===== src/common/qed_pkg.sv =====
// Shared widths, entry types and the lane parity function, imported by every queue entry store module
package qed_pkg;

    // ------------------------------------------------------------
    // Widths
    // ------------------------------------------------------------

    // Payload width of one queue entry as the producer sees it
    localparam int QED_DATA_W = 64;

    // One even-parity bit protects each 16-bit lane of the payload
    localparam int QED_LANES  = 4;
    localparam int QED_LANE_W = QED_DATA_W / QED_LANES;

    // ------------------------------------------------------------
    // Types
    // ------------------------------------------------------------

    // Payload as pushed by the producer and returned to the consumer
    typedef logic [QED_DATA_W-1:0] qed_data_t;

    // Stored word, 68 bits, payload in the upper bits and lane parity below
    typedef struct packed {
        qed_data_t              data;
        logic [QED_LANES-1:0]   par;
    } qed_entry_t;

    // Popped entry handed to the consumer together with its check result
    typedef struct packed {
        qed_data_t  data;
        logic       perr;
    } qed_pop_t;

    // ------------------------------------------------------------
    // Parity
    // ------------------------------------------------------------

    // Even parity per lane, bit n covers payload bits [16n+15:16n]
    // A stored word is clean when the recomputed bits equal the stored ones
    function automatic logic [QED_LANES-1:0] qed_parity(input qed_data_t data);
        logic [QED_LANES-1:0] par;
        par = '0;
        for (int lane = 0; lane < QED_LANES; lane++) begin
            par[lane] = ^data[lane*QED_LANE_W +: QED_LANE_W];
        end
        return par;
    endfunction

endpackage


===== src/qed_mem/qed_rf_array.sv =====
// Behavioral two-port storage array with a registered read, used inside the power-gated wrapper
`timescale 1ns/1ps

module qed_rf_array import qed_pkg::*; #(
    parameter int DEPTH = 64
) (
     input  logic                       clk
    ,input  logic                       rst_n
    ,input  logic                       we
    ,input  logic [$clog2(DEPTH)-1:0]   waddr
    ,input  qed_entry_t                 wdata
    ,input  logic                       re
    ,input  logic [$clog2(DEPTH)-1:0]   raddr
    ,output qed_entry_t                 rdata
);

    // Cell array, one stored word per entry
    qed_entry_t mem [DEPTH];

    // Write takes effect on the edge where we is sampled high
    always_ff @(posedge clk) begin
        if (we) begin
            mem[waddr] <= wdata;
        end
    end

    // Read output register, holds its value between reads
    always_ff @(posedge clk or negedge rst_n) begin
        if (!rst_n) begin
            rdata <= '0;
        end else if (re) begin
            rdata <= mem[raddr];
        end
    end

endmodule


===== src/qed_mem/qed_mem_rf_pg.sv =====
// Power-gateable register file wrapper, instantiated once by the store top level around the array
`timescale 1ns/1ps

module qed_mem_rf_pg import qed_pkg::*; #(
    parameter int DEPTH = 64
) (
     input  logic                       clk
    ,input  logic                       arst_n

    // Write port
    ,input  logic                       we
    ,input  logic [$clog2(DEPTH)-1:0]   waddr
    ,input  qed_entry_t                 wdata

    // Read port
    ,input  logic                       re
    ,input  logic [$clog2(DEPTH)-1:0]   raddr
    ,output qed_entry_t                 rdata

    // Power interface, high on the enable means asleep
    ,input  logic                       pwr_enable_b_in
    ,output logic                       pwr_enable_b_out
    ,output logic                       mem_down
);

    localparam int AW = $clog2(DEPTH);

    logic [1:0]     rst_sync;
    logic           rst_n_sync;
    logic [1:0]     pwr_chain;
    logic           we_gated;
    logic           re_gated;
    qed_entry_t     rdata_arr;

    // ------------------------------------------------------------
    // Reset synchronizer for the array side
    // ------------------------------------------------------------

    // Assertion is immediate, release takes two clock edges
    always_ff @(posedge clk or negedge arst_n) begin
        if (!arst_n) begin
            rst_sync <= '0;
        end else begin
            rst_sync <= {rst_sync[0], 1'b1};
        end
    end

    assign rst_n_sync = rst_sync[1];

    // ------------------------------------------------------------
    // Power switch chain
    // ------------------------------------------------------------

    // Two flops stand in for the daisy-chained power switches of the macro
    // Reset leaves the array asleep until the enable propagates through
    always_ff @(posedge clk or negedge arst_n) begin
        if (!arst_n) begin
            pwr_chain <= 2'b11;
        end else begin
            pwr_chain <= {pwr_chain[0], pwr_enable_b_in};
        end
    end

    assign pwr_enable_b_out = pwr_chain[1];

    // Memory counts as down while any switch is still off or the array is in reset
    assign mem_down = pwr_enable_b_in | pwr_enable_b_out | ~rst_n_sync;

    // No access reaches the array while it has no supply
    assign we_gated = we & ~mem_down;
    assign re_gated = re & ~mem_down;

    // ------------------------------------------------------------
    // Storage array
    // ------------------------------------------------------------

    qed_rf_array #(
        .DEPTH      (DEPTH)
    ) u_rf (
         .clk       (clk)
        ,.rst_n     (rst_n_sync)
        ,.we        (we_gated)
        ,.waddr     (waddr[AW-1:0])
        ,.wdata     (wdata)
        ,.re        (re_gated)
        ,.raddr     (raddr[AW-1:0])
        ,.rdata     (rdata_arr)
    );

    // Isolation clamps the read data to zero while the array is down
    assign rdata = mem_down ? '0 : rdata_arr;

endmodule


===== src/qed_enq.sv =====
// Input side of the entry store, adds lane parity and writes accepted pushes into the ring
`timescale 1ns/1ps

module qed_enq import qed_pkg::*; #(
    parameter int DEPTH = 64
) (
     input  logic                       clk
    ,input  logic                       arst_n

    // Producer side
    ,input  logic                       push
    ,input  qed_data_t                  push_data
    ,input  logic                       push_perr_inject

    // Status from the memory and the output side
    ,input  logic                       mem_down
    ,input  logic [$clog2(DEPTH):0]     rptr
    ,output logic [$clog2(DEPTH):0]     wptr
    ,output logic                       full

    // Write port of the memory
    ,output logic                       we
    ,output logic [$clog2(DEPTH)-1:0]   waddr
    ,output qed_entry_t                 wdata
);

    localparam int AW = $clog2(DEPTH);

    logic push_ok;

    // ------------------------------------------------------------
    // Ring status
    // ------------------------------------------------------------

    // Full when the indices match and the wrap bits differ
    assign full = (wptr[AW] != rptr[AW]) && (wptr[AW-1:0] == rptr[AW-1:0]);

    // Pushes that hit a full ring or a sleeping memory are dropped
    assign push_ok = push & ~full & ~mem_down;

    // ------------------------------------------------------------
    // Stored word
    // ------------------------------------------------------------

    // Lane 0 parity is flipped on request so the consumer sees a checked error
    always_comb begin
        wdata.data = push_data;
        wdata.par  = qed_parity(push_data) ^ {{(QED_LANES-1){1'b0}}, push_perr_inject};
    end

    assign we    = push_ok;
    assign waddr = wptr[AW-1:0];

    // Write pointer carries one wrap bit above the address
    // Contents are lost on power-down so the pointer goes back to zero
    always_ff @(posedge clk or negedge arst_n) begin
        if (!arst_n) begin
            wptr <= '0;
        end else if (mem_down) begin
            wptr <= '0;
        end else if (push_ok) begin
            wptr <= wptr + 1'b1;
        end
    end

endmodule


===== src/qed_deq.sv =====
// Output side of the entry store, reads the ring on pop and returns each entry with a parity flag
`timescale 1ns/1ps

module qed_deq import qed_pkg::*; #(
    parameter int DEPTH = 64
) (
     input  logic                       clk
    ,input  logic                       arst_n

    // Consumer strobe
    ,input  logic                       pop

    // Status from the memory and the input side
    ,input  logic                       mem_down
    ,input  logic [$clog2(DEPTH):0]     wptr
    ,output logic [$clog2(DEPTH):0]     rptr
    ,output logic                       empty

    // Read port of the memory
    ,output logic                       re
    ,output logic [$clog2(DEPTH)-1:0]   raddr
    ,input  qed_entry_t                 rdata

    // Consumer result, one pulse per accepted pop
    ,output logic                       pop_valid
    ,output qed_pop_t                   pop_out
);

    localparam int AW = $clog2(DEPTH);

    logic                   pop_ok;
    logic                   rd_vld;
    logic [QED_LANES-1:0]   par_calc;
    logic                   perr;

    // ------------------------------------------------------------
    // Ring status and read issue
    // ------------------------------------------------------------

    // Empty when both pointers agree, wrap bit included
    assign empty = (rptr == wptr);

    // Pops on an empty ring or a sleeping memory are dropped
    assign pop_ok = pop & ~empty & ~mem_down;

    // The read goes out in the same cycle the pop is accepted
    assign re    = pop_ok;
    assign raddr = rptr[AW-1:0];

    // Read pointer returns to zero with the write pointer on power-down
    always_ff @(posedge clk or negedge arst_n) begin
        if (!arst_n) begin
            rptr <= '0;
        end else if (mem_down) begin
            rptr <= '0;
        end else if (pop_ok) begin
            rptr <= rptr + 1'b1;
        end
    end

    // ------------------------------------------------------------
    // Read pipeline
    // ------------------------------------------------------------

    // Stage one marks data arriving from the array register, stage two is the result
    // Reads in flight at power-down still finish and then drain to zero
    always_ff @(posedge clk or negedge arst_n) begin
        if (!arst_n) begin
            rd_vld    <= 1'b0;
            pop_valid <= 1'b0;
        end else begin
            rd_vld    <= pop_ok;
            pop_valid <= rd_vld;
        end
    end

    // Recompute lane parity on the returned payload and compare with the stored bits
    assign par_calc = qed_parity(rdata.data);
    assign perr     = |(par_calc ^ rdata.par);

    // Result register only loads when a read is returning
    always_ff @(posedge clk) begin
        if (rd_vld) begin
            pop_out.data <= rdata.data;
            pop_out.perr <= perr;
        end
    end

endmodule


===== src/qed_store_top.sv =====
// Top level of the queue entry store, connects input side, power-gated memory and output side
`timescale 1ns/1ps

module qed_store_top import qed_pkg::*; #(
    parameter int DEPTH = 64
) (
     input  logic       clk
    ,input  logic       arst_n

    // Producer
    ,input  logic       push
    ,input  qed_data_t  push_data
    ,input  logic       push_perr_inject
    ,output logic       full

    // Consumer
    ,input  logic       pop
    ,output logic       empty
    ,output logic       pop_valid
    ,output qed_pop_t   pop_out

    // Power
    ,input  logic       pwr_enable_b_in
    ,output logic       pwr_enable_b_out
);

    localparam int AW = $clog2(DEPTH);

    // Pointers are one bit wider than the address for the wrap flag
    logic [AW:0]    wptr;
    logic [AW:0]    rptr;
    logic           we;
    logic [AW-1:0]  waddr;
    qed_entry_t     wdata;
    logic           re;
    logic [AW-1:0]  raddr;
    qed_entry_t     rdata;
    logic           mem_down;

    // ------------------------------------------------------------
    // Input side
    // ------------------------------------------------------------

    qed_enq #(
        .DEPTH              (DEPTH)
    ) u_enq (
         .clk               (clk)
        ,.arst_n            (arst_n)
        ,.push              (push)
        ,.push_data         (push_data)
        ,.push_perr_inject  (push_perr_inject)
        ,.mem_down          (mem_down)
        ,.rptr              (rptr)
        ,.wptr              (wptr)
        ,.full              (full)
        ,.we                (we)
        ,.waddr             (waddr)
        ,.wdata             (wdata)
    );

    // ------------------------------------------------------------
    // Memory
    // ------------------------------------------------------------

    qed_mem_rf_pg #(
        .DEPTH              (DEPTH)
    ) u_mem (
         .clk               (clk)
        ,.arst_n            (arst_n)
        ,.we                (we)
        ,.waddr             (waddr)
        ,.wdata             (wdata)
        ,.re                (re)
        ,.raddr             (raddr)
        ,.rdata             (rdata)
        ,.pwr_enable_b_in   (pwr_enable_b_in)
        ,.pwr_enable_b_out  (pwr_enable_b_out)
        ,.mem_down          (mem_down)
    );

    // ------------------------------------------------------------
    // Output side
    // ------------------------------------------------------------

    qed_deq #(
        .DEPTH              (DEPTH)
    ) u_deq (
         .clk               (clk)
        ,.arst_n            (arst_n)
        ,.pop               (pop)
        ,.mem_down          (mem_down)
        ,.wptr              (wptr)
        ,.rptr              (rptr)
        ,.empty             (empty)
        ,.re                (re)
        ,.raddr             (raddr)
        ,.rdata             (rdata)
        ,.pop_valid         (pop_valid)
        ,.pop_out           (pop_out)
    );

endmodule


===== config.mk =====
export PLATFORM = sky130hd
export DESIGN_NAME = qed_store_top
export DESIGN_NICKNAME = d
export VERILOG_FILES = /design/src/common/qed_pkg.sv /design/src/qed_mem/qed_rf_array.sv /design/src/qed_mem/qed_mem_rf_pg.sv /design/src/qed_enq.sv /design/src/qed_deq.sv /design/src/qed_store_top.sv
export SDC_FILE = /design/constraint.sdc
export NUM_CORES = 2
export LEC_CHECK = 0
export ABC_CLOCK_PERIOD_IN_PS = 2950
export BUFFER_PORTS_ARGS = -buffer_cell sky130_fd_sc_hd__buf_2
export CORE_UTILIZATION = 46
export CTS_BUF_LIST = sky130_fd_sc_hd__clkbuf_8
export DETAILED_ROUTE_END_ITERATION = 10
export SLEW_MARGIN = 20
export SYNTH_ARGS = -nofsm -noshare
export SYNTH_HDL_FRONTEND = slang
export SYNTH_MEMORY_MAX_BITS = 65536
export SYNTH_SLANG_ARGS = --single-unit

===== constraint.sdc =====
create_clock -name clk -period 2.95 [get_ports clk]
set_clock_uncertainty 0.1 [all_clocks]
set_input_delay 0.295 -clock clk [delete_from_list [all_inputs] [get_ports clk]]
set_output_delay 0.295 -clock clk [all_outputs]
set_load 0.01 [all_outputs]

After elaboration in Yosys (flattened, before gate mapping)
Memories as Yosys holds them, arrays and structs flattened. A register that Yosys moved wholly into a read port is not among the register bits.
Cells that the tools add are included.
W data, S select, Z words.
{"block": "word_totals", "register_bits": 85, "wordCells": 48, "output_inout_bits": 69, "mem_bits_rw": 4352, "inputBits": 70, "mem_count": 1}
{"name": "u_mem.u_rf.mem", "words": 64, "word_bits": 68, "rd": 1, "rd_ports_with_merged_regs": 1, "write_ports": 1, "line_no": "qed_rf_array.sv:18", "source": "qed_entry_t mem [DEPTH];"}
{"block": "op_classes", "muxes": 7, "reduce_logical": 13, "bitwise": 14, "n_eq_ne": 3, "addsub": 2}
{"operator": "$reduce_xor A16 Y1", "count": 8}
{"operator": "$mux W68", "count": 1}
{"operator": "$mux W7", "count": 4}
{"operator": "$add A7 B1 Y7 const B", "count": 2}
{"operator": "$eq A7 B7 Y1", "count": 1}
{"operator": "$and A1 B1 Y1", "count": 6}
{"operator": "$eq A6 B6 Y1", "count": 1}
{"operator": "$not A1 Y1", "count": 4}
{"operator": "$reduce_bool A2 Y1", "count": 2}
{"operator": "$reduce_or A4 Y1", "count": 1}
{"operator": "$xor A4 B1 Y4", "count": 1}
{"operator": "$xor A4 B4 Y4", "count": 1}
{"operator": "$mux W1", "count": 2}
{"operator": "$or A1 B1 Y1", "count": 2}
{"operator": "$logic_and A1 B1 Y1", "count": 1}
{"operator": "$logic_not A1 Y1", "count": 1}
{"operator": "$ne A1 B1 Y1", "count": 1}

Logic depth before layout (Yosys ltp)
{"block": "logic_depth", "word_depth": 8, "depth_mapped": 11}

Modules after synthesis
A second synthesis with hierarchy kept.
{"block": "unflattened", "hier_cells": 8300, "area_unflattened_um2": 172883.3}
{"mod": "qed_rf_array", "seq_area_each_um2": 132387.0, "instances": 1, "cells_per_inst": 7851, "area_per_inst_um2": 167196.6}
{"mod": "qed_deq", "seq_area_each_um2": 2177.1, "instances": 1, "cells_per_inst": 177, "area_per_inst_um2": 3080.5}
{"mod": "qed_enq", "seq_area_each_um2": 175.2, "instances": 1, "cells_per_inst": 175, "area_per_inst_um2": 1510.2}
{"mod": "qed_mem_rf_pg", "seq_area_each_um2": 102.6, "instances": 1, "cells_per_inst": 97, "area_per_inst_um2": 1096.1}

Least setup slack after synthesis
OpenSTA, ideal clock, no wires.
{"block": "synth_timing", "path_type": "reg-to-reg", "start": "reg u_mem.rst_sync[1]", "end": "mem u_mem.u_rf.mem[56][0] (netlist name) (enable)", "arrival_ns": 5.897, "stages_incl_launch_ff": 5, "required_time_ns": 2.355, "setup_slack_ns": -3.541, "n_path_buf": 1, "period_less_slack_ns": 6.491, "cell_sequence": "dfrtp_1 -> nor3b_1 -> clkbuf_1 -> nand4b_1 -> nor2_1"}
{"block": "synth_via", "elab_chain_len": 7}
{"item": "from (decl)", "line_no": "qed_mem_rf_pg.sv:28", "source": "logic [1:0] rst_sync;"}
{"item": "from (signal assigned)", "line_no": "qed_mem_rf_pg.sv:44", "source": "rst_sync <= {rst_sync[0], 1'b1};"}
{"item": "$not A1 Y1 *", "line_no": "qed_mem_rf_pg.sv:67", "source": "assign mem_down = pwr_enable_b_in | pwr_enable_b_out | ~rst_n_sync;"}
{"item": "$or A1 B1 Y1 *", "line_no": "qed_mem_rf_pg.sv:67"}
{"item": "$not A1 Y1 *", "line_no": "qed_mem_rf_pg.sv:70, qed_enq.sv:39"}
{"item": "$and A1 B1 Y1", "line_no": "qed_enq.sv:39", "source": "assign push_ok = push & ~full & ~mem_down;"}
{"item": "$and A1 B1 Y1 *", "line_no": "qed_mem_rf_pg.sv:70", "source": "assign we_gated = we & ~mem_down;"}
{"item": "$mux W1 *", "line_no": "qed_rf_array.sv:22", "source": "if (we) begin"}
{"item": "$mux W1 (implied by the code) *", "line_no": "qed_rf_array.sv:23", "source": "mem[waddr] <= wdata;"}
{"item": "to (decl)", "line_no": "qed_rf_array.sv:18"}
Every way passes the cells marked *; elsewhere a longest branch is shown, timed or not.

Worst setup path in the final report
{"block": "layout_timing", "start": "reg u_deq.rptr[0]", "end": "reg, netlist name u_mem.u_rf.rdata[28]"}
{"block": "layout_via", "elab_chain_len": 5}
{"item": "from (decl)", "line_no": "qed_deq.sv:16", "source": ",output logic [$clog2(DEPTH):0] rptr"}
{"item": "from (signal assigned)", "line_no": "qed_deq.sv:57", "source": "rptr <= rptr + 1'b1;"}
{"item": "$eq A7 B7 Y1", "line_no": "qed_deq.sv:41", "source": "assign empty = (rptr == wptr);"}
{"item": "$not A1 Y1", "line_no": "qed_deq.sv:44", "source": "assign pop_ok = pop & ~empty & ~mem_down;"}
{"item": "$and A1 B1 Y1 (2 in a row)", "line_no": "qed_deq.sv:44"}
{"item": "$and A1 B1 Y1", "line_no": "qed_mem_rf_pg.sv:71", "source": "assign re_gated = re & ~mem_down;"}
Parallel ways exist; a longest one is shown, timed or not.
A chain may end at the register's enable or synchronous reset.

==> flow_metrics.tcl <==
set metrics [dict create \
    die_x_um 615 \
    synth_edf_count 4417 \
    layout.nets 8919 \
    min_to "u_enq.wptr[5]" \
    antenna_found_initial 44 \
    r2r_cells 12 \
    clk_latency_ns 1.24 \
    p_per_area_mw_per_mm2 599 \
    crit_required_ns 3.94 \
    ys.warnings.count 0 \
    critPathLaunchType "flip-flop" \
    dpl.hpwl_mm 309 \
    seq_area_frac_synth_pct 78.0 \
    path_common_cell "buf_4" \
    critical_path.max_stage_delay_ns 0.51 \
    post-route-min-period_ns 3.32 \
    max_freq_mhz 301 \
    crit_type "flip-flop to flip-flop" \
    crit_chain "buf_12 > buf_6 > buf_6 > buf_12 > buf_4 > buf_4 > mux4_2 > mux4_2 > mux2_2 > a222oi_1 > buf_4 > a21oi_1" \
    setup_viol_count_final 439 \
    wl_met3_mm 60.0 \
    routed_wl_mm 565 \
    drtIter0Drc 13600 \
    core_area_mm2 0.373 \
    synth_common_cells "4417 x edfxtp_1, 1242 x mux4_2, 388 x mux2i_1, 146 x clkbuf_1, 133 x buf_2" \
    ff2ff_setup_slack_ns -0.37 \
    post-route-period-util_pct 113 \
    vias 90600 \
    cts_root_buffer "clkbuf_8" \
    yosysMostFrequentCell "edfxtp_1" \
    clkSinkCount 4505 \
    yosys.cell_types.count 51 \
    avgSynthCellArea_um2 24.2 \
    die_h_um 615 \
    crit_fanout 4 \
    syn-cell-area_mm2 0.173 \
    yosysTopAreaCell "edfxtp_1" \
    firstDrtPassIters 6 \
    rows 224 \
    grt_first_pass_wirelength_mm 742 \
    cp_slowest_cell "dfrtp_4" \
    drive_gt1_share_pct 38.6 \
    highest_layer "met5" \
    regToRegStartpoint "u_deq.rptr[0]" \
    route.met2.wl_mm 269 \
    h-tree-depth 6 \
    finalWorstSetupSlack_ns -0.370 \
    ys_seq_elements 4505 \
    power.total_mw 126 \
    synth_nets 7218 \
    hold-path-cell-count 5 \
    clk_pin_slew_ns 0.06 \
    async_flop_share_pct 1.95 \
    grt_pass1_vias 89000 \
    worst_pin_slew_ns 1.03 \
    synth_cells 7146 \
    r2r_end "u_mem.u_rf.rdata[28]" \
    violations "negative setup slack" \
    io_pins 139 \
    max_slew_margin_pct 31.7 \
    status "finished, violations left" \
    gp_congestion 0.828 \
    p_leak_nw 67.5 \
    drtAntennaViolNets 0 \
    cp-end-kind "flip-flop" \
    hold_slack_ns 0.0875 \
    met1Wirelength_mm 210 \
    min_path_type "input pin to flip-flop" \
    synth_top_area_share_pct 76.7 \
    wire_per_inst_um 39.2 \
    die_area_mm2 0.378 \
    ys_top_cells_by_area "edfxtp_1 77%, mux4_2 16%, mux2i_1 2.2%" \
    gr-total-overflow 0 \
    drc 0 \
    slew_violations 0 \
    avgViaCountPerCell 6.28 \
    worstPathArrival_ns 4.31 \
    cp_num_buf_inv 7 \
    cp_top_family "multiplexers" \
    cap_violations 0 \
    synth_top_flop_cell "edfxtp_1" \
    cts_max_path_buffers 4 \
    track_usage_pct 28.7 \
    rsz0062_at_grt "true" \
    worst_ir_drop_vdd_v 0.000496 \
    hold_viol 0 \
    cts_tree "built" \
    grt_max_degree 69 \
    cts_inserted_buffers 710 \
    io_buffers 138 \
    min_from "pwr_enable_b_in" \
    start_util_pct 46.3 \
    areaGrowthSynthToFinish_pct 21.5 \
]
==> per-stage QoR <==
step | TNS (ns) | cells | instance area [µm²] | setup slack [ns] | utilization, %
final | -25.80 | 14400 | 210000 | -0.370 | 56.3
after global routing | -52.59 | 14400 | 210000 | -0.490 | 56.3
after CTS | -11.89 | 14200 | 207000 | -0.328 | 55.5
after floorplan | -4067.19 | 7146 | 173000 | -0.998 | -
after detailed placement | -61.97 | 12700 | 189000 | -0.584 | 50.7
after global placement | -78.74 | 12700 | 189000 | -0.915 | 50.7
==> power by group <==
| part | total [mW] | switching [mW] | internal, mW |
|---|---|---|---|
| sequential | 71.6 | 0.261 | 71.3 |
| clock | 49.7 | 25.1 | 24.6 |
| combinational | 4.51 | 3.09 | 1.41 |
==> tightest hold or removal path: cells and delay by family <==
kind	cells	cell delay [ns]
simple gates	2	0.30
buf+inv	2	0.66
compound gates	1	0.09
==> layout make-up <==
| type | instances | area [µm²] |
|---|---|---|
| diodes | 16 | 40.0 |
| clock buffers | 750 | 10300 |
| clock inverters | 541 | 2820 |
| fillers | 27100 | 163000 |
| inverters | 7 | 48.8 |
| multi-input cells | 2257 | 37600 |
| flip-flops and latches | 4505 | 135000 |
| well taps | 4972 | 6220 |
| repair buffers | 1366 | 18200 |
==> registers in the layout (all words and copies together) (netlist names) <==
| name | flops |
|---|---|
| u_deq.pop_out | 65 |
| u_deq.pop_valid | 1 |
| u_deq.rd_vld | 1 |
| u_deq.rptr | 7 |
| u_enq.wptr | 7 |
| u_mem.pwr_chain | 2 |
| u_mem.rst_sync | 2 |
| u_mem.u_rf.mem | 4352 |
| u_mem.u_rf.rdata | 68 |
==> routing by layer <==
metal | track usage [%] | vias up
met2 | 46.2 | 6077
met5 | 0 | -
met3 | 5.75 | 1135
met1 | 39.1 | 49000
met4 | 10.9 | 24
li1 | - | 34300
==> cell families (layout without fill, tap and decap cells) <==
| kind of cell | count (synthesis) | in the layout | synth area share (%) |
|---|---|---|---|
| flip-flops | 4505 | 4505 | 78.0 |
| adder cells (fa/ha/maj) | 2 | 2 | 0.0145 |
| AND/OR/NAND/NOR | 287 | 287 | 0.816 |
| multiplexers | 1691 | 1691 | 18.8 |
| XOR/XNOR | 132 | 132 | 0.701 |
| AO/OA/AOI/OAI | 144 | 144 | 0.603 |
| other | 1 | 17 | 0.00217 |
| buffers and inverters | 384 | 2664 | 1.04 |
==> layout by cell type, fill, tap and decap left out, types with 103 or more instances in the layout <==
master	instances
mux2i_1	366
buf_2	136
buf_12	402
clkinv_1	137
inv_1	271
xnor2_1	103
edfxtp_1	4417
clkbuf_8	751
buf_4	491
mux4_2	1242
==> worst max-delay path by stage <==
stage / from / depth (start not counted) / to / slack [ns]
2_1_floorplan: u_mem.rst_sync[1] / 4 / u_mem.u_rf.mem[56][0] / -1.0
3_3_place_gp: u_deq.rptr[1] / 8 / u_mem.u_rf.rdata[37] / -0.91
3_5_place_dp: u_mem.u_rf.rdata[65] / 7 / u_deq.pop_out[0] / -0.58
4_1_cts: u_deq.rptr[0] / 7 / full / -0.33
5_1_grt: u_deq.rptr[0] / 8 / u_mem.u_rf.rdata[52] / -0.49
6_report: u_deq.rptr[0] / 12 / u_mem.u_rf.rdata[28] / -0.37
==> what timing repair did <==
action,in CTS,in global routing
hold buffers,91,0
setup buffers,140,137
gates resized for setup,258,263
endpoints found under the hold margin,4480,0
pin swaps,51,76
cloned,46,49
setup endpoints to repair,848,548
Power figures use the tool's default switching activity.
